--- src/frontend_pkg.sv ---
package frontend_pkg;

  // ==================================================
  // Widths
  // ==================================================
  localparam int VADDR_W  = 32;
  localparam int XLEN_W   = 32;
  localparam int CMT_ID_W = 5;   // Wrap bit on top, 4-bit index below
  localparam int INT_W    = 6;

  typedef logic [VADDR_W-1:0]  vaddr_t;    // Fetch and target addresses
  typedef logic [XLEN_W-1:0]   xlen_t;     // CSR values
  typedef logic [CMT_ID_W-1:0] cmt_id_t;

  // Pending interrupts, highest priority on bit 5
  //   5 M external   4 S external
  //   3 M timer      2 S timer
  //   1 M software   0 S software
  typedef logic [INT_W-1:0] int_vec_t;

  // ==================================================
  // Interrupt cause codes, indexed by pending bit
  // ==================================================
  localparam logic [INT_W-1:0][3:0] INT_CAUSE = {
    4'd11,  // M external
    4'd9,   // S external
    4'd7,   // M timer
    4'd5,   // S timer
    4'd3,   // M software
    4'd1    // S software
  };

  // ==================================================
  // Commit causes
  // ==================================================
  // Exception values equal their medeleg bit index.
  // Flush and return commits sit above the exception codes in use.
  typedef enum logic [3:0] {
    SILENT_FLUSH   = 4'd12,  // Resume at epc+4
    REFETCH_FLUSH  = 4'd13,  // Resume at epc
    MRET           = 4'd14,
    SRET           = 4'd15,
    ECALL_U        = 4'd8,
    ECALL_S        = 4'd9,
    ECALL_M        = 4'd11,
    INST_ACC_FAULT = 4'd1,
    ILLEGAL_INST   = 4'd2
  } commit_cause_t;

  // Fetch sequencer states
  typedef enum logic [1:0] {
    INIT         = 2'd0,
    FETCH_REQ    = 2'd1,
    WAIT_IC_FILL = 2'd2
  } fetch_state_t;

endpackage

--- src/trap_target_unit.sv ---
`timescale 1ns/1ps

module trap_target_unit (
  input  logic                        i_clk,
  input  logic                        i_reset_n,

  // Interrupt request
  input  logic                        i_int_valid,
  input  frontend_pkg::int_vec_t      i_int_pending,

  // Commit
  input  logic                        i_commit_valid,
  input  logic                        i_commit_flush,
  input  frontend_pkg::commit_cause_t i_commit_cause,
  input  frontend_pkg::vaddr_t        i_commit_epc,

  // CSR values
  input  frontend_pkg::xlen_t         i_mtvec,
  input  frontend_pkg::xlen_t         i_stvec,
  input  frontend_pkg::xlen_t         i_mepc,
  input  frontend_pkg::xlen_t         i_sepc,
  input  frontend_pkg::xlen_t         i_medeleg,

  output logic                        o_trap_valid,
  output frontend_pkg::vaddr_t        o_trap_vaddr
);

  import frontend_pkg::*;

  logic       w_cmt_flush;
  logic [3:0] w_int_cause;
  vaddr_t     w_mtvec_base;
  vaddr_t     w_int_vaddr;
  vaddr_t     w_exc_vaddr;
  vaddr_t     w_cmt_vaddr;

  assign w_cmt_flush  = i_commit_valid & i_commit_flush;
  assign w_mtvec_base = vaddr_t'({i_mtvec[XLEN_W-1:2], 2'b00});  // Mode bits dropped

  // ==================================================
  // Interrupt target
  // ==================================================
  // Scan upward so the highest pending bit wins
  always_comb begin
    w_int_cause = INT_CAUSE[0];
    for (int i = 0; i < INT_W; i++) begin
      if (i_int_pending[i]) begin
        w_int_cause = INT_CAUSE[i];
      end
    end
  end

  assign w_int_vaddr = w_mtvec_base + vaddr_t'({w_int_cause, 2'b00});  // Vectored entry

  // ==================================================
  // Commit flush target
  // ==================================================
  // Delegated exceptions go to the supervisor handler
  assign w_exc_vaddr = i_medeleg[i_commit_cause] ? vaddr_t'(i_stvec) : vaddr_t'(i_mtvec);

  always_comb begin
    case (i_commit_cause)
      SILENT_FLUSH  : w_cmt_vaddr = i_commit_epc + vaddr_t'(4);
      REFETCH_FLUSH : w_cmt_vaddr = i_commit_epc;
      MRET          : w_cmt_vaddr = vaddr_t'(i_mepc);
      SRET          : w_cmt_vaddr = vaddr_t'(i_sepc);
      default       : w_cmt_vaddr = w_exc_vaddr;  // ECALL_x, faults
    endcase
  end

  // Interrupt outranks any commit in the same cycle
  assign o_trap_valid = i_int_valid | w_cmt_flush;
  assign o_trap_vaddr = i_int_valid ? w_int_vaddr : w_cmt_vaddr;

  // Interrupt controller only strobes with a cause present
  a_int_has_pending : assert property (
    @(posedge i_clk) disable iff (!i_reset_n)
    i_int_valid |-> (|i_int_pending)
  );

endmodule

--- src/branch_redirect_filter.sv ---
`timescale 1ns/1ps

module branch_redirect_filter (
  input  logic                  i_clk,
  input  logic                  i_reset_n,

  // Mispredict report
  input  logic                  i_br_mispredict,
  input  frontend_pkg::cmt_id_t i_br_cmt_id,
  input  frontend_pkg::vaddr_t  i_br_target,

  // Commit
  input  logic                  i_commit_valid,
  input  logic                  i_commit_flush,
  input  frontend_pkg::cmt_id_t i_commit_cmt_id,

  output logic                  o_br_valid,
  output frontend_pkg::vaddr_t  o_br_vaddr
);

  import frontend_pkg::*;

  localparam int IDX_W = CMT_ID_W - 1;  // Position of the wrap bit

  logic    r_rec_valid;
  cmt_id_t r_rec_cmt_id;   // Last accepted mispredict
  logic    w_cmt_flush;
  logic    w_same_wrap;
  logic    w_rec_older;
  logic    w_accept;
  logic    w_rec_clear;

  assign w_cmt_flush = i_commit_valid & i_commit_flush;

  // ==================================================
  // Age check against the record
  // ==================================================
  assign w_same_wrap = r_rec_cmt_id[IDX_W] == i_br_cmt_id[IDX_W];

  // Index order flips once the wrap bits differ
  assign w_rec_older = w_same_wrap ?
                       (r_rec_cmt_id[IDX_W-1:0] < i_br_cmt_id[IDX_W-1:0]) :
                       (r_rec_cmt_id[IDX_W-1:0] > i_br_cmt_id[IDX_W-1:0]);

  // A flushing commit kills every in-flight branch
  assign w_accept = i_br_mispredict & ~w_cmt_flush & ~(r_rec_valid & w_rec_older);

  assign w_rec_clear = w_cmt_flush |
                       (r_rec_valid & i_commit_valid & (i_commit_cmt_id == r_rec_cmt_id));

  // ==================================================
  // Record
  // ==================================================
  always_ff @(posedge i_clk, negedge i_reset_n) begin
    if (!i_reset_n) begin
      r_rec_valid <= 1'b0;
    end else if (w_accept) begin
      r_rec_valid <= 1'b1;  // New record beats a clear
    end else if (w_rec_clear) begin
      r_rec_valid <= 1'b0;
    end
  end

  always_ff @(posedge i_clk) begin
    if (w_accept) begin
      r_rec_cmt_id <= i_br_cmt_id;
    end
  end

  assign o_br_valid = w_accept;
  assign o_br_vaddr = i_br_target;

  // Flushing commit leaves no record behind
  a_flush_clears_record : assert property (
    @(posedge i_clk) disable iff (!i_reset_n)
    (i_commit_valid && i_commit_flush) |=> !r_rec_valid
  );

endmodule

--- src/fetch_pc_sequencer.sv ---
`timescale 1ns/1ps

module fetch_pc_sequencer #(
  parameter int unsigned          FETCH_BYTES = 16,
  parameter frontend_pkg::vaddr_t PC_INIT     = 32'h8000_0000
) (
  input  logic                 i_clk,
  input  logic                 i_reset_n,

  // Redirect sources
  input  logic                 i_trap_valid,
  input  frontend_pkg::vaddr_t i_trap_vaddr,
  input  logic                 i_br_valid,
  input  frontend_pkg::vaddr_t i_br_vaddr,

  // Instruction cache
  input  logic                 i_ic_ready,
  input  logic                 i_ic_miss,
  input  frontend_pkg::vaddr_t i_ic_miss_vaddr,

  output logic                 o_fetch_valid,
  output frontend_pkg::vaddr_t o_fetch_vaddr
);

  import frontend_pkg::*;

  localparam vaddr_t BLK_MASK = vaddr_t'(FETCH_BYTES - 1);
  localparam vaddr_t BLK_STEP = vaddr_t'(FETCH_BYTES);

  fetch_state_t r_state;
  fetch_state_t w_state_next;
  vaddr_t       r_pc;            // Held fetch address
  vaddr_t       w_pc_next;

  logic         w_redirect;
  vaddr_t       w_redirect_vaddr;
  vaddr_t       w_req_vaddr;
  vaddr_t       w_req_blk_next;
  logic         w_req_accept;

  // ==================================================
  // Request address
  // ==================================================
  assign w_redirect       = i_trap_valid | i_br_valid;
  assign w_redirect_vaddr = i_trap_valid ? i_trap_vaddr : i_br_vaddr;  // Trap first

  // Redirect bypasses the held address in the same cycle
  assign w_req_vaddr    = w_redirect ? w_redirect_vaddr : r_pc;
  assign w_req_blk_next = (w_req_vaddr & ~BLK_MASK) + BLK_STEP;

  assign o_fetch_valid = (r_state == FETCH_REQ);
  assign o_fetch_vaddr = w_req_vaddr;
  assign w_req_accept  = o_fetch_valid & i_ic_ready;

  // ==================================================
  // State machine
  // ==================================================
  always_comb begin
    w_state_next = r_state;
    w_pc_next    = w_req_vaddr;  // Hold, or capture a redirect

    case (r_state)
      INIT : begin
        w_state_next = FETCH_REQ;
      end
      FETCH_REQ : begin
        if (i_ic_miss) begin
          // Retry the missed block once refilled
          w_state_next = WAIT_IC_FILL;
          w_pc_next    = w_redirect ? w_redirect_vaddr : i_ic_miss_vaddr;
        end else if (w_req_accept) begin
          w_pc_next = w_req_blk_next;
        end
      end
      WAIT_IC_FILL : begin
        if (i_ic_ready) begin
          w_state_next = FETCH_REQ;  // Held address goes out unchanged
        end
      end
      default : begin
        w_state_next = INIT;
      end
    endcase
  end

  always_ff @(posedge i_clk, negedge i_reset_n) begin
    if (!i_reset_n) begin
      r_state <= INIT;
      r_pc    <= PC_INIT;
    end else begin
      r_state <= w_state_next;
      r_pc    <= w_pc_next;
    end
  end

  // ==================================================
  // Checks
  // ==================================================
  // No request while a refill is outstanding
  a_no_fetch_after_miss : assert property (
    @(posedge i_clk) disable iff (!i_reset_n)
    i_ic_miss |=> !o_fetch_valid
  );

  // Cache reports a miss only for issued requests
  a_no_miss_in_fill : assert property (
    @(posedge i_clk) disable iff (!i_reset_n)
    (r_state == WAIT_IC_FILL) |-> !i_ic_miss
  );

endmodule

--- src/fetch_frontend.sv ---
`timescale 1ns/1ps

module fetch_frontend #(
  parameter int unsigned          FETCH_BYTES = 16,
  parameter frontend_pkg::vaddr_t PC_INIT     = 32'h8000_0000
) (
  input  logic                        i_clk,
  input  logic                        i_reset_n,

  // Interrupts
  input  logic                        i_int_valid,
  input  frontend_pkg::int_vec_t      i_int_pending,

  // Commit
  input  logic                        i_commit_valid,
  input  logic                        i_commit_flush,
  input  frontend_pkg::commit_cause_t i_commit_cause,
  input  frontend_pkg::vaddr_t        i_commit_epc,
  input  frontend_pkg::cmt_id_t       i_commit_cmt_id,

  // CSR values
  input  frontend_pkg::xlen_t         i_mtvec,
  input  frontend_pkg::xlen_t         i_stvec,
  input  frontend_pkg::xlen_t         i_mepc,
  input  frontend_pkg::xlen_t         i_sepc,
  input  frontend_pkg::xlen_t         i_medeleg,

  // Branch resolution
  input  logic                        i_br_mispredict,
  input  frontend_pkg::cmt_id_t       i_br_cmt_id,
  input  frontend_pkg::vaddr_t        i_br_target,

  // Instruction cache
  input  logic                        i_ic_ready,
  input  logic                        i_ic_miss,
  input  frontend_pkg::vaddr_t        i_ic_miss_vaddr,

  output logic                        o_fetch_valid,
  output frontend_pkg::vaddr_t        o_fetch_vaddr
);

  import frontend_pkg::*;

  logic   w_trap_valid;
  vaddr_t w_trap_vaddr;
  logic   w_br_valid;
  vaddr_t w_br_vaddr;

  trap_target_unit u_trap_target_unit (
    .i_clk          (i_clk),
    .i_reset_n      (i_reset_n),
    .i_int_valid    (i_int_valid),
    .i_int_pending  (i_int_pending),
    .i_commit_valid (i_commit_valid),
    .i_commit_flush (i_commit_flush),
    .i_commit_cause (i_commit_cause),
    .i_commit_epc   (i_commit_epc),
    .i_mtvec        (i_mtvec),
    .i_stvec        (i_stvec),
    .i_mepc         (i_mepc),
    .i_sepc         (i_sepc),
    .i_medeleg      (i_medeleg),
    .o_trap_valid   (w_trap_valid),
    .o_trap_vaddr   (w_trap_vaddr)
  );

  branch_redirect_filter u_branch_redirect_filter (
    .i_clk           (i_clk),
    .i_reset_n       (i_reset_n),
    .i_br_mispredict (i_br_mispredict),
    .i_br_cmt_id     (i_br_cmt_id),
    .i_br_target     (i_br_target),
    .i_commit_valid  (i_commit_valid),
    .i_commit_flush  (i_commit_flush),
    .i_commit_cmt_id (i_commit_cmt_id),
    .o_br_valid      (w_br_valid),
    .o_br_vaddr      (w_br_vaddr)
  );

  fetch_pc_sequencer #(
    .FETCH_BYTES (FETCH_BYTES),
    .PC_INIT     (PC_INIT)
  ) u_fetch_pc_sequencer (
    .i_clk           (i_clk),
    .i_reset_n       (i_reset_n),
    .i_trap_valid    (w_trap_valid),
    .i_trap_vaddr    (w_trap_vaddr),
    .i_br_valid      (w_br_valid),
    .i_br_vaddr      (w_br_vaddr),
    .i_ic_ready      (i_ic_ready),
    .i_ic_miss       (i_ic_miss),
    .i_ic_miss_vaddr (i_ic_miss_vaddr),
    .o_fetch_valid   (o_fetch_valid),
    .o_fetch_vaddr   (o_fetch_vaddr)
  );

endmodule

--- config.mk ---
export PLATFORM = sky130hd
export DESIGN_NAME = fetch_frontend
export DESIGN_NICKNAME = d
export VERILOG_FILES = /design/src/frontend_pkg.sv /design/src/trap_target_unit.sv /design/src/branch_redirect_filter.sv /design/src/fetch_pc_sequencer.sv /design/src/fetch_frontend.sv
export SDC_FILE = /design/constraint.sdc
export NUM_CORES = 1
export LEC_CHECK = 0
export ABC_AREA = 1
export BUFFER_PORTS_ARGS = -buffer_cell sky130_fd_sc_hd__buf_2
export CORE_MARGIN = 2
export CORE_UTILIZATION = 51
export CTS_BUF_LIST = sky130_fd_sc_hd__clkbuf_16
export DETAILED_ROUTE_END_ITERATION = 10
export GPL_TIMING_DRIVEN = 0
export PLACE_DENSITY = 0.83
export SLEW_MARGIN = 10
export SYNTH_ARGS = -nofsm -noshare
export SYNTH_HDL_FRONTEND = slang
export SYNTH_HIERARCHICAL = 1
export SYNTH_SLANG_ARGS = --single-unit
--- constraint.sdc ---
create_clock -name i_clk -period 3.6 [get_ports i_clk]
set_input_delay 0.54 -clock i_clk [delete_from_list [all_inputs] [get_ports i_clk]]
set_output_delay 0.54 -clock i_clk [all_outputs]
set_load 0.02 [all_outputs]
* Yosys cells after proc, flatten, opt, wreduce, memory -nomap -nowiden
Cells that the tools add are included.
** Storage, ports and cells
- Flip-flop bits (word level) :: 40
- Bits in latches :: 0
- Bits in writable memories :: 0
- Memory bits (read-only) :: 0
- Logic and storage cells :: 57
- Memories :: 0
** Cells by class
- $add $sub $neg :: 3
- Multipliers :: 0
- Divide/modulo/power cells :: 0
- $lt $le $gt $ge :: 3
- Equality and inequality tests :: 10
- Shift operators :: 0
- Multiplexer cells :: 22
- Bitwise gates (word level) :: 12
- Reduce and logical (&&, ||, !) cells :: 3
** Operators by type and width (count)
- $mux 32 :: 8
- $pmux 32 s4 :: 1
- $add 32x3->32 const B :: 1
- $add 32x5->32 const B :: 1
- $add 32x6->32 :: 1
- $eq 4x4->1 const B :: 4
- $mux 4 :: 2
- $and 1x1->1 :: 7
- $lt 4x6->1 const B :: 1
- $mux 2 :: 3
- $mux 3 :: 2
- $pmux 2 s3 :: 1
- $eq 5x5->1 :: 1
- $bmux 1 s4 :: 1
- $gt 4x4->1 :: 1
- $lt 4x4->1 :: 1
- $mux 1 :: 4
- $ne 2x2->1 const B :: 2
- $or 1x1->1 :: 3
- $eq 2x1->1 const B :: 1
- $eq 2x2->1 const B :: 1
- $logic_not 2->1 :: 1
- $not 1->1 :: 2
- $reduce_and 2->1 :: 1
- other kinds (2) :: 2

* Logic depth before layout (Yosys ltp)
Gate-level depths: netlist (run 1).
- Depth in word-level cells :: 13
- Gate-level depth with buffers :: 30
- Mapped depth without buffers :: 29

* Cells and area by module
The synthesis (run 1) kept the hierarchy.
** By module, submodules not included
- trap_target_unit :: instances 1, cells an instance 813, area each 3746.1 µm², sequential area each 0.0 µm²
- fetch_pc_sequencer :: instances 1, cells an instance 591, area each 3698.5 µm², sequential area each 852.1 µm²
- branch_redirect_filter :: instances 1, cells an instance 87, area each 665.6 µm², sequential area each 175.2 µm²

* Worst setup path after synthesis (run 1)
OpenSTA, ideal clock, no wires.
- Kind :: input -> register
- From :: input port i_int_pending[5]
- To :: register u_fetch_pc_sequencer.r_pc[26]
- Setup time :: 0.113 ns
- Data arrival time :: 3.279 ns
- Required time :: 3.487 ns
- Path slack :: 0.209 ns
- Stages on the path :: 24
- Cell sequence :: or2_2 -> nor2_1 -> ha_1 -> a21oi_1 -> nand2_1 -> xor2_1 -> nand2_1 -> o21ai_0 -> inv_1 -> nand2_1 -> nand3_1 -> nand2_1 -> ha_1 -> inv_1 -> nor2_1 -> nand2_2 -> nor2_4 -> nand3_2 -> nor2_4 -> nand2_1 -> nand2_1 -> nand3_1 -> nand2_1 -> inv_1
** Between the ends
- Longest elaborated chain between the ends :: 9
** Ends and longest elaborated chain
- start, declared :: line fetch_frontend.sv:12 : input frontend_pkg::int_vec_t i_int_pending,
- $mux 4 :: line trap_target_unit.sv:47 : if (i_int_pending[i]) begin
- $add 32x6->32 :: line trap_target_unit.sv:53 : assign w_int_vaddr = w_mtvec_base + vaddr_t'({w_int_cause, 2'b00});
- $mux 32 :: line trap_target_unit.sv:73 : assign o_trap_vaddr = i_int_valid ? w_int_vaddr : w_cmt_vaddr;
- net w_trap_vaddr[5] :: line fetch_frontend.sv:45 : vaddr_t w_trap_vaddr;
- $mux 32 :: line fetch_pc_sequencer.sv:45 : assign w_redirect_vaddr = i_trap_valid ? i_trap_vaddr : i_br_vaddr;
- $mux 32 :: line fetch_pc_sequencer.sv:48 : assign w_req_vaddr = w_redirect ? w_redirect_vaddr : r_pc;
- net o_fetch_vaddr[5] :: line fetch_frontend.sv:39 : output frontend_pkg::vaddr_t o_fetch_vaddr
- $add 32x5->32 :: line fetch_pc_sequencer.sv:49 : assign w_req_blk_next = (w_req_vaddr & ~BLK_MASK) + BLK_STEP;
- $mux 32 :: line fetch_pc_sequencer.sv:71 : end else if (w_req_accept) begin
- $mux 32 :: line fetch_pc_sequencer.sv:67 : if (i_ic_miss) begin
- $mux 32 :: line fetch_pc_sequencer.sv:62 : case (r_state)
- net u_fetch_pc_sequencer.w_pc_next[26] :: line fetch_pc_sequencer.sv:33 : vaddr_t w_pc_next;
- end signal, assigned :: line fetch_pc_sequencer.sv:92 : r_pc <= w_pc_next;
- end, declared :: line fetch_pc_sequencer.sv:32 : vaddr_t r_pc;
The timed path passes the listed nets, and every way through them passes these cells.
A chain may end at the register's enable or synchronous reset.

* Final worst setup path (run 1)
- From :: register u_branch_redirect_filter.r_rec_cmt_id[2]
- To :: output port o_fetch_vaddr[27]
** Between the ends
- Longest elaborated chain between the ends :: 7
** Ends and longest elaborated chain
- start, declared :: line branch_redirect_filter.sv:26 : cmt_id_t r_rec_cmt_id;
- start signal, assigned :: line branch_redirect_filter.sv:66 : r_rec_cmt_id <= i_br_cmt_id;
- $gt 4x4->1 / $lt 4x4->1 (equally long branches) :: line branch_redirect_filter.sv:43, branch_redirect_filter.sv:42
- $mux 1 * :: line branch_redirect_filter.sv:41 : assign w_rec_older = w_same_wrap ?
- $and 1x1->1 * :: line branch_redirect_filter.sv:46 : assign w_accept = i_br_mispredict & ~w_cmt_flush & ~(r_rec_valid & w_rec_older);
- $not 1->1 * :: line branch_redirect_filter.sv:46
- $and 1x1->1 * :: line branch_redirect_filter.sv:46
- net w_br_valid :: line fetch_frontend.sv:46 : logic w_br_valid;
- $or 1x1->1 * :: line fetch_pc_sequencer.sv:44 : assign w_redirect = i_trap_valid | i_br_valid;
- $mux 32 * :: line fetch_pc_sequencer.sv:48
- end, declared :: line fetch_frontend.sv:39
The timed path passes the listed nets; every way through them passes the cells marked *.

==> results of run 1 <==
flip-flops by register name, summed over array words and instances (netlist names):
register,count
u_branch_redirect_filter/r_rec_valid,1
u_branch_redirect_filter/r_rec_cmt_id,5
u_fetch_pc_sequencer/r_state,2
u_fetch_pc_sequencer/r_pc,32
power by group:
group / internal, mW / switching (mW) / leakage (nW)
clock: 0.302 / 0.217 / 0.0786
sequential: 0.657 / 0.0637 / 0.464
combinational: 0.817 / 1.60 / 5.20
total: 1.78 / 1.88 / 5.75
logic make-up (layout without fill, tap and decap cells):
| family | count (synthesis) | count (layout) | share of synthesized area (%) |
|---|---|---|---|
| compound gates | 199 | 199 | 15.30 |
| xor+xnor | 17 | 17 | 1.836 |
| fa+ha+maj | 10 | 10 | 1.635 |
| buf+inv | 282 | 591 | 16.43 |
| flops | 40 | 40 | 12.67 |
| other cells | 0 | 3 | 0 |
| simple gates | 943 | 943 | 52.13 |
per-layer routing:
layer	share of wire, %	vias to the layer above
met5	0	-
met4	5.3	0
met3	14	218
met2	43	1013
met1	38	5472
li1	-	5366
final cells by class:
cell class,instances,area [um^2]
Antenna cell,3,7.507
Timing Repair Buffer,301,1624
Buffer,90,668.1
Clock inverter,2,16.27
Multi-Input combinational cell,1169,6175
Inverter,192,737.0
Fill cell,1466,5037
Tap cell,216,270.3
Sequential cell,40,1027
Clock buffer,6,150.1
cell usage after synthesis, types with 7 or more instances:
master,instances
sky130_fd_sc_hd__nand3_1,179
sky130_fd_sc_hd__dfrtp_1,34
sky130_fd_sc_hd__buf_6,9
sky130_fd_sc_hd__inv_1,179
sky130_fd_sc_hd__nand2_2,13
sky130_fd_sc_hd__a221oi_1,11
sky130_fd_sc_hd__o21ai_0,59
sky130_fd_sc_hd__o21ai_1,7
sky130_fd_sc_hd__a21oi_1,62
sky130_fd_sc_hd__o21bai_1,7
sky130_fd_sc_hd__a21boi_0,8
sky130_fd_sc_hd__nand2_1,510
sky130_fd_sc_hd__ha_1,9
sky130_fd_sc_hd__inv_2,11
sky130_fd_sc_hd__o21ai_2,8
sky130_fd_sc_hd__o211ai_1,10
sky130_fd_sc_hd__nor3_1,19
sky130_fd_sc_hd__nor2_4,7
sky130_fd_sc_hd__nor2_1,142
sky130_fd_sc_hd__nor2_2,10
sky130_fd_sc_hd__buf_2,20
sky130_fd_sc_hd__or2_2,9
sky130_fd_sc_hd__buf_4,39
sky130_fd_sc_hd__xor2_1,15
sky130_fd_sc_hd__nand4_1,20
sky130_fd_sc_hd__clkbuf_1,19
sky130_fd_sc_hd__nand2_4,9
repair_timing:
action | in CTS | in global routing
gates resized for setup | 38 | 113
setup endpoints to repair | 44 | 47
buffers inserted | 5 | 30
pin swaps | 5 | 49
placed cells by master, fill, tap and decap left out, types with 18 or more instances in the layout:
cell type and instances:
sky130_fd_sc_hd__nand2_1 490, sky130_fd_sc_hd__buf_2 275, sky130_fd_sc_hd__inv_1 175, sky130_fd_sc_hd__nand3_1 171
sky130_fd_sc_hd__nor2_1 126, sky130_fd_sc_hd__buf_4 74, sky130_fd_sc_hd__a21oi_1 56, sky130_fd_sc_hd__o21ai_0 47
sky130_fd_sc_hd__dfrtp_1 34, sky130_fd_sc_hd__nand2_2 24, sky130_fd_sc_hd__nand4_1 20, sky130_fd_sc_hd__nor2_4 19
sky130_fd_sc_hd__nand2_4 18
final timing paths:
| kind | to | slack [ns] | startpoint |
|---|---|---|---|
| worst max register to register | u_fetch_pc_sequencer/r_pc[30]$_DFF_PN0_ | 0.10 | u_branch_redirect_filter/r_rec_cmt_id[2]$_DFFE_PP_ |
| max in group asynchronous | u_fetch_pc_sequencer/r_pc[25]$_DFF_PN0_ | 2.65 | i_reset_n |
| worst min-delay path | u_fetch_pc_sequencer/r_pc[14]$_DFF_PN0_ | 0.36 | i_reset_n |
| worst min register to register | u_fetch_pc_sequencer/r_state[0]$_DFFE_PN0P_ | 0.46 | u_fetch_pc_sequencer/r_state[0]$_DFFE_PN0P_ |
| worst max-delay path | o_fetch_vaddr[27] | 0.008 | u_branch_redirect_filter/r_rec_cmt_id[2]$_DFFE_PP_ |
| min in group i_clk | u_branch_redirect_filter/r_rec_cmt_id[0]$_DFFE_PP_ | 0.44 | i_br_cmt_id[0] |
worst register-to-register path: stages, from the launching register on:
cell and delay [ns]:
sky130_fd_sc_hd__edfxtp_1 0.43, sky130_fd_sc_hd__ha_1 0.31, sky130_fd_sc_hd__nand2_2 0.08, sky130_fd_sc_hd__inv_1 0.05, sky130_fd_sc_hd__nand2_1 0.08, sky130_fd_sc_hd__nand2_1 0.06, sky130_fd_sc_hd__nand2_1 0.06, sky130_fd_sc_hd__nand3_1 0.09
sky130_fd_sc_hd__nand2_2 0.11, sky130_fd_sc_hd__clkinvlp_4 0.21, sky130_fd_sc_hd__nor2_8 0.16, sky130_fd_sc_hd__buf_4 0.18, sky130_fd_sc_hd__nand2_1 0.10, sky130_fd_sc_hd__nand2_2 0.12, sky130_fd_sc_hd__ha_1 0.16, sky130_fd_sc_hd__inv_1 0.04
sky130_fd_sc_hd__nor2_2 0.11, sky130_fd_sc_hd__nand2_2 0.09, sky130_fd_sc_hd__nor2_4 0.23, sky130_fd_sc_hd__nand3_4 0.15, sky130_fd_sc_hd__nor2_4 0.20, sky130_fd_sc_hd__nand3_2 0.10, sky130_fd_sc_hd__nand2_1 0.07, sky130_fd_sc_hd__nand3_1 0.07
sky130_fd_sc_hd__nand2_1 0.08, sky130_fd_sc_hd__inv_1 0.04
stage by stage:
stage,power (mW),worst slack [ns]
6_report,3.653,0.008024
5_1_grt,3.849,-0.1497
4_1_cts,3.355,0.003231
3_5_place_dp,2.802,-0.8103
3_3_place_gp,2.751,-0.7676
2_1_floorplan,2.109,0.2085
==> impl_metrics.json, run 1 <==
{
  "grt_setup_unrepaired": "yes",
  "slew_viol_final": 0,
  "synth.cell_area_um2": 8110,
  "yosys_register_bits": 40,
  "worst_skew_pair.late_latency_ns": 0.30,
  "critical-path-top-delay-family": "buffers and inverters",
  "layout-drive-gt1-share_pct": 29.83,
  "static-leakage-power_nw": 5.747,
  "summed_area_of_non_filler_cells_in_the_final_layout_um2": 10680,
  "groute.usage.overall_pct": 43.47,
  "irDropWorstVdd_mv": 0.2817,
  "timing.critical_path.slowest_stage_cell": "sky130_fd_sc_hd__edfxtp_1",
  "cts.sinks": 40,
  "ctsHtreeMaxLevel": 2,
  "dp.cells": 1973,
  "timing_worst_setup_path_type": "flop to output pin",
  "antenna_found_initial": 2,
  "clock.fmax_mhz": 278.4,
  "post-synth-top-area-fraction_pct": 23.60,
  "cts.path.max_buffers": 2,
  "met3_track_usage_gr_pct": 10.50,
  "cap_viol_max_count": 0,
  "grt_first_pass_wirelength_um": 56590,
  "time_the_worst_path_needs_with_i_o_delays_and_setup_ns": 3.592,
  "slew-limit-headroom_pct": 39.63,
  "synth_edf_count": 5,
  "worst-r2r-cell-count": 25,
  "layer_with_the_highest_usage_after_global_routing": "met2",
  "worst_hold_path_type": "primary input to async pin",
  "final_nets": 2093,
  "finClkSkew_ns": 0.01081,
  "final-instance-count-excl-fill": 2019,
  "critical_path.startpoint_type": "flop",
  "worst_ep_required_time_ns": 3.06,
  "ys_types": 58,
  "met1_usage_pct": 58.54,
  "place_congestion": 1.052,
  "cpMostUsedCell": "sky130_fd_sc_hd__nand2_1",
  "finalCoreUtilization_pct": 67.94,
  "drt_iter0_markers": 1726,
  "final_antenna_net_count": 0,
  "endpoint_kind": "output pin",
  "coreArea_um2": 15710,
  "detailroute.via_count": 12070,
  "period_share_pct": 99.78,
  "die_x_extent_um": 130.1,
  "cp.buffers_inverters": 7,
  "synth_flop_cell": "sky130_fd_sc_hd__dfrtp_1",
  "cpPeakStageDelay_ns": 0.43,
  "max_slew.worst_pin.slew_ns": 0.9055,
  "port_buffers": 266,
  "timing.final.setup_violations": 0,
  "globalRoute.totalOverflow": 0,
  "path_cells": "ha_1, nand2_2, inv_1, nand2_1, nand2_1, nand2_1, nand3_1, nand2_2, clkinvlp_4, buf_4, inv_2, nand2_4, buf_12, buf_12, o21ai_2, buf_4",
  "final_hold_viol_count": 0,
  "die_area_um2": 16930,
  "globalRouteMet2Util_pct": 66.77,
  "wl_per_cell_um": 19.76,
  "placement_rows": 46,
  "tritoncts.num_buffers": 5,
  "synth_top_cells_by_area": "sky130_fd_sc_hd__nand2_1 (24%), sky130_fd_sc_hd__nand3_1 (11%), sky130_fd_sc_hd__dfrtp_1 (10%)",
  "synth_area_per_cell_um2": 5.439,
  "number_of_iterations_in_the_first_detailed_routing_pass": 9,
  "async_flop_share_pct": 87.50,
  "clkSlewWorstSetupHoldPaths_ns": 0.07,
  "largest_net_degree_at_the_start_of_global_routing": 36,
  "ys_warns": 6,
  "initial_utilization_pct": 51.62,
  "die_height_um": 130.1,
  "finalHoldWorstSlack_ns": 0.3569,
  "clk_root_buffer_cell": "sky130_fd_sc_hd__clkbuf_16",
  "status": "finished, final reports clean",
  "number_of_global_route_vias_before_repair": 10710,
  "postSynthNetCount": 1785,
  "via_per_inst": 5.978,
  "post_synthesis_cells": 1491,
  "detailed_place.area_um2": 9712,
  "routed_wirelength_um": 39900,
  "synthToLayoutAreaGrowth_pct": 31.63,
  "share_of_synthesized_area_occupied_by_flip_flops_and_latches_pct": 12.67,
  "synth_area_leader_cell": "sky130_fd_sc_hd__nand2_1",
  "post_cts_hold_buffer_count": 0,
  "timing.critical_path.depth": 16,
  "power-per-cell-area_nw_per_um2": 342.2,
  "fin_setup_tns_ns": 0,
  "dp_hpwl_um": 30580,
  "tritoncts_clock_tree": "built",
  "io_pins": 317,
  "max_fanout_on_critical_path": 10,
  "timing.critical_path.arrival_ns": 3.05,
  "dr_drc_count": 0
}
(Power assumes the default switching activity.)
==> inputs of run 2 (changes only) <==
--- a/config.mk
+++ b/config.mk
@@ -5,10 +5,9 @@
 export SDC_FILE = /design/constraint.sdc
 export NUM_CORES = 1
 export LEC_CHECK = 0
-export ABC_AREA = 1
 export BUFFER_PORTS_ARGS = -buffer_cell sky130_fd_sc_hd__buf_2
 export CORE_MARGIN = 2
-export CORE_UTILIZATION = 51
+export CORE_UTILIZATION = 50
 export CTS_BUF_LIST = sky130_fd_sc_hd__clkbuf_16
 export DETAILED_ROUTE_END_ITERATION = 10
 export GPL_TIMING_DRIVEN = 0
==> run 2 against run 1 <==
  * Global-route usage decreased by 5.5 points
  * Largest cell class unchanged
  * Setup slack lost 0.40 ns
  * Maximum frequency shrank 10%
  * Critical path depth is 4 higher
  * The run now ends with negative setup slack left
  * Wire length decreased by 14%
  * Via count down 15%
  * Final cell count decreased by 24%
==> impl_metrics.json, run 2 <==
{
  "die_x_extent_um": 126.6,
  "endpoint_kind": "flop",
  "layout_commonest_cell": "sky130_fd_sc_hd__buf_2",
  "critical_path.startpoint_type": "primary input",
  "final_nets": 1643,
  "route.met3.wl_um": 4483,
  "timing.final.setup_violations": 24,
  "detailed_place.area_um2": 9278,
  "clk_root_buffer_cell": "sky130_fd_sc_hd__clkbuf_16",
  "final_hold_viol_count": 0,
  "synth_flop_cell": "sky130_fd_sc_hd__dfrtp_1",
  "time_the_worst_path_needs_with_i_o_delays_and_setup_ns": 3.995,
  "post-synth-top-area-fraction_pct": 11.33,
  "synth_area_per_cell_um2": 7.627,
  "clock_power_share_pct": 13.3,
  "fin_setup_tns_ns": -4.618,
  "synth_area_leader_cell": "sky130_fd_sc_hd__dfrtp_1",
  "max_flop_register": "u_fetch_pc_sequencer/r_pc",
  "layout-drive-gt1-share_pct": 46.22,
  "most_instantiated_library_cell_after_synthesis": "sky130_fd_sc_hd__nand2_1",
  "dp.cells": 1431,
  "dp_hpwl_um": 24130,
  "timing.critical_path.arrival_ns": 4.17,
  "cts.path.max_buffers": 2,
  "antenna_found_initial": 2,
  "violations": "negative setup slack",
  "status": "complete, but fails checks",
  "fillCellCount": 1102,
  "tritoncts_clock_tree": "built",
  "initial_utilization_pct": 51.49,
  "post_cts_hold_buffer_count": 0,
  "wl_per_cell_um": 22.37,
  "worst_r2r_endpoint": "u_fetch_pc_sequencer/r_pc[28]$_DFF_PN0_",
  "grt_setup_unrepaired": "yes",
  "post_synthesis_cells": 985,
  "clkSlewWorstSetupHoldPaths_ns": 0.07,
  "place_congestion": 1.007,
  "async_flop_share_pct": 87.50,
  "power-per-cell-area_nw_per_um2": 368.8,
  "synth_top_cells_by_area": "sky130_fd_sc_hd__dfrtp_1 (11%), sky130_fd_sc_hd__mux2i_1 (8.3%), sky130_fd_sc_hd__nand2_1 (4.9%)",
  "ctsHtreeMaxLevel": 2,
  "grt_first_pass_wirelength_um": 48690,
  "endpoint_of_the_worst_setup_timing_path": "u_fetch_pc_sequencer/r_pc[28]$_DFF_PN0_",
  "detail_route.wirelength.met1_um": 12580,
  "synth_edf_count": 5,
  "synth.cell_area_um2": 7512,
  "detailroute.via_count": 10230,
  "coreArea_um2": 14590,
  "worst-r2r-cell-count": 16,
  "reg2reg_setup_slack_ns": -0.21,
  "summed_area_of_non_filler_cells_in_the_final_layout_um2": 10940,
  "tritoncts.num_buffers": 5,
  "cap_viol_max_count": 0,
  "largest_register_ffs": 32,
  "static-leakage-power_nw": 4.819,
  "finalPower_mw": 4.036,
  "ys_types": 94,
  "finalWorstSetupSlack_ns": -0.3950,
  "synthTopCellsByCount": "sky130_fd_sc_hd__nand2_1 (98), sky130_fd_sc_hd__a21oi_1 (67), sky130_fd_sc_hd__mux2i_1 (62)",
  "finClkSkew_ns": 0.01153,
  "routed_wirelength_um": 34320,
  "die_area_um2": 16020,
  "antennaDiodeCount": 0,
  "drt_iter0_markers": 1529,
  "layout_top_registers": "u_fetch_pc_sequencer/r_pc x32, u_branch_redirect_filter/r_rec_cmt_id x5, u_fetch_pc_sequencer/r_state x2",
  "slew_viol_final": 0,
  "ys_warns": 6,
  "die_height_um": 126.6,
  "groute.usage.overall_pct": 37.94,
  "timing.critical_path.from": "i_int_pending[1]",
  "period_share_pct": 111.0,
  "preCtsSetupSlack_ns": -1.244,
  "timing.rr.start": "u_branch_redirect_filter/r_rec_cmt_id[1]$_DFFE_PP_",
  "globalRoute.totalOverflow": 0,
  "timing_worst_setup_path_type": "primary input to flop",
  "cts.sinks": 40,
  "irDropWorstVdd_mv": 0.3390,
  "seqPwrFrac_pct": 18.3,
  "number_of_iterations_in_the_first_detailed_routing_pass": 6,
  "postSynthNetCount": 1279,
  "share_of_synthesized_area_occupied_by_flip_flops_and_latches_pct": 13.67,
  "max_slew.worst_pin.slew_ns": 0.9197,
  "dr_drc_count": 0,
  "io_pins": 317,
  "port_buffers": 262,
  "placement_rows": 44,
  "highest-signal-layer": "met5",
  "clock.fmax_mhz": 250.3,
  "number_of_global_route_vias_before_repair": 9239,
  "worst_skew_pair.late_latency_ns": 0.30,
  "comb_power_share_pct": 68.4,
  "final-instance-count-excl-fill": 1534,
  "net-switching-power_mw": 1.875,
  "synthToLayoutAreaGrowth_pct": 45.69,
  "power.share.switching_pct": 46.45,
  "largest_net_degree_at_the_start_of_global_routing": 36,
  "internal_power_component_mw": 2.161,
  "worst_ep_required_time_ns": 3.77,
  "worst_hold_path_type": "primary input to async pin",
  "max_fanout_on_critical_path": 5,
  "yosys_register_bits": 40,
  "via_per_inst": 6.668,
  "final_cell_mix": "sky130_fd_sc_hd__buf_2 (253), sky130_fd_sc_hd__buf_4 (125), sky130_fd_sc_hd__nand2_1 (92)",
  "route.met2.wl_um": 15160,
  "slew-limit-headroom_pct": 38.68,
  "final_antenna_net_count": 0
}
==> run 2: cell types whose count changed after synthesis, sizes merged, moves of 18 or more <==
| cell | previous run | this run |
|---|---|---|
| nand2 | 532 | 98 |
| inv | 191 | 30 |
| nand3 | 190 | 35 |
| nor2 | 161 | 59 |
| mux2i | 0 | 62 |
| mux2 | 0 | 51 |
| xnor2 | 2 | 36 |
| nand2b | 0 | 23 |
| nor2b | 0 | 23 |
| clkbuf | 19 | 38 |
| a211oi | 1 | 19 |
==> run 2: repair_timing <==
item | 4_1_cts | 5_1_grt
pin swaps | 41 | 64
gates cloned | 1 | 1
resized for setup | 85 | 112
setup endpoints to repair | 55 | 43
setup buffers | 42 | 58
==> run 2: metal layers <==
metal / vias to the layer above / GRT usage (%)
met5: - / 0
met1: 4719 / 51.44
met3: 227 / 6.580
met4: 4 / 16.22
met2: 887 / 59.42
li1: 4392 / -
==> run 2: logic make-up (layout without fill, tap and decap cells) <==
kind of cell    Yosys count  in the layout  synth area share [%]
simple gates            333            334                 22.92
fa+ha+maj                10             10                 1.766
buf+inv                 128            492                 9.477
xor+xnor                 59             59                 6.879
mux                     115            115                 16.56
compound gates          300            300                 28.73
flops                    40             40                 13.67
==> run 2: final cells by class <==
cell class	instances	area, um^2	share of cell area [%]
Tap cell	184	230.2	2.104
Clock buffer	5	125.1	1.143
Multi-Input combinational cell	818	6489	59.29
Clock inverter	3	42.54	0.3887
Sequential cell	40	1027	9.386
Inverter	31	128.9	1.178
Timing Repair Buffer	359	2210	20.19
Buffer	94	691.9	6.322
==> run 2: worst min-delay path by stage <==
stage,from,endpoint,slack [ns]
after floorplan,i_reset_n,u_branch_redirect_filter/r_rec_valid$_DFFE_PN0P_,0.24
after global placement,u_fetch_pc_sequencer/r_state[0]$_DFFE_PN0P_,u_fetch_pc_sequencer/r_state[1]$_DFFE_PN0P_,0.51
after detailed placement,u_fetch_pc_sequencer/r_state[0]$_DFFE_PN0P_,u_fetch_pc_sequencer/r_state[1]$_DFFE_PN0P_,0.53
after CTS,i_reset_n,u_fetch_pc_sequencer/r_pc[3]$_DFF_PN0_,0.39
after global routing,i_reset_n,u_branch_redirect_filter/r_rec_valid$_DFFE_PN0P_,0.42
final,i_reset_n,u_branch_redirect_filter/r_rec_valid$_DFFE_PN0P_,0.37
==> run 2: through the flow <==
| step | hold slack, ns | util, % |
|---|---|---|
| 2_1_floorplan | 0.2444 | - |
| 3_3_place_gp | 0.5093 | 63.59 |
| 3_5_place_dp | 0.5278 | 63.59 |
| 4_1_cts | 0.3915 | 69.19 |
| 5_1_grt | 0.4205 | 75.02 |
| 6_report | 0.3653 | 75.02 |
==> run 2: power by group through the flow <==
stage	combinational, mW	clock (mW)	sequential (mW)
2_1_floorplan	1.53	0	0.716
3_3_place_gp	2.13	0	0.727
3_5_place_dp	2.17	0	0.736
4_1_cts	2.36	0.531	0.729
5_1_grt	2.89	0.555	0.752
6_report	2.76	0.536	0.739
==> run 2: critical path, cell delays in order <==
cell                       delay, ns
sky130_fd_sc_hd__buf_6          0.09
sky130_fd_sc_hd__a21oi_2        0.11
sky130_fd_sc_hd__nor2_1         0.05
sky130_fd_sc_hd__or2_4          0.26
sky130_fd_sc_hd__ha_4           0.25
sky130_fd_sc_hd__a21oi_4        0.16
sky130_fd_sc_hd__nor2b_1        0.07
sky130_fd_sc_hd__nor2_1         0.16
sky130_fd_sc_hd__xor2_1         0.10
sky130_fd_sc_hd__a22o_1         0.26
sky130_fd_sc_hd__a21oi_2        0.14
sky130_fd_sc_hd__nand2b_4       0.16
sky130_fd_sc_hd__o21a_4         0.15
sky130_fd_sc_hd__ha_4           0.12
sky130_fd_sc_hd__nand4b_1       0.16
sky130_fd_sc_hd__a211oi_2       0.31
sky130_fd_sc_hd__nand4_1        0.23
sky130_fd_sc_hd__or2_4          0.32
sky130_fd_sc_hd__o31a_1         0.29
sky130_fd_sc_hd__o31a_1         0.24
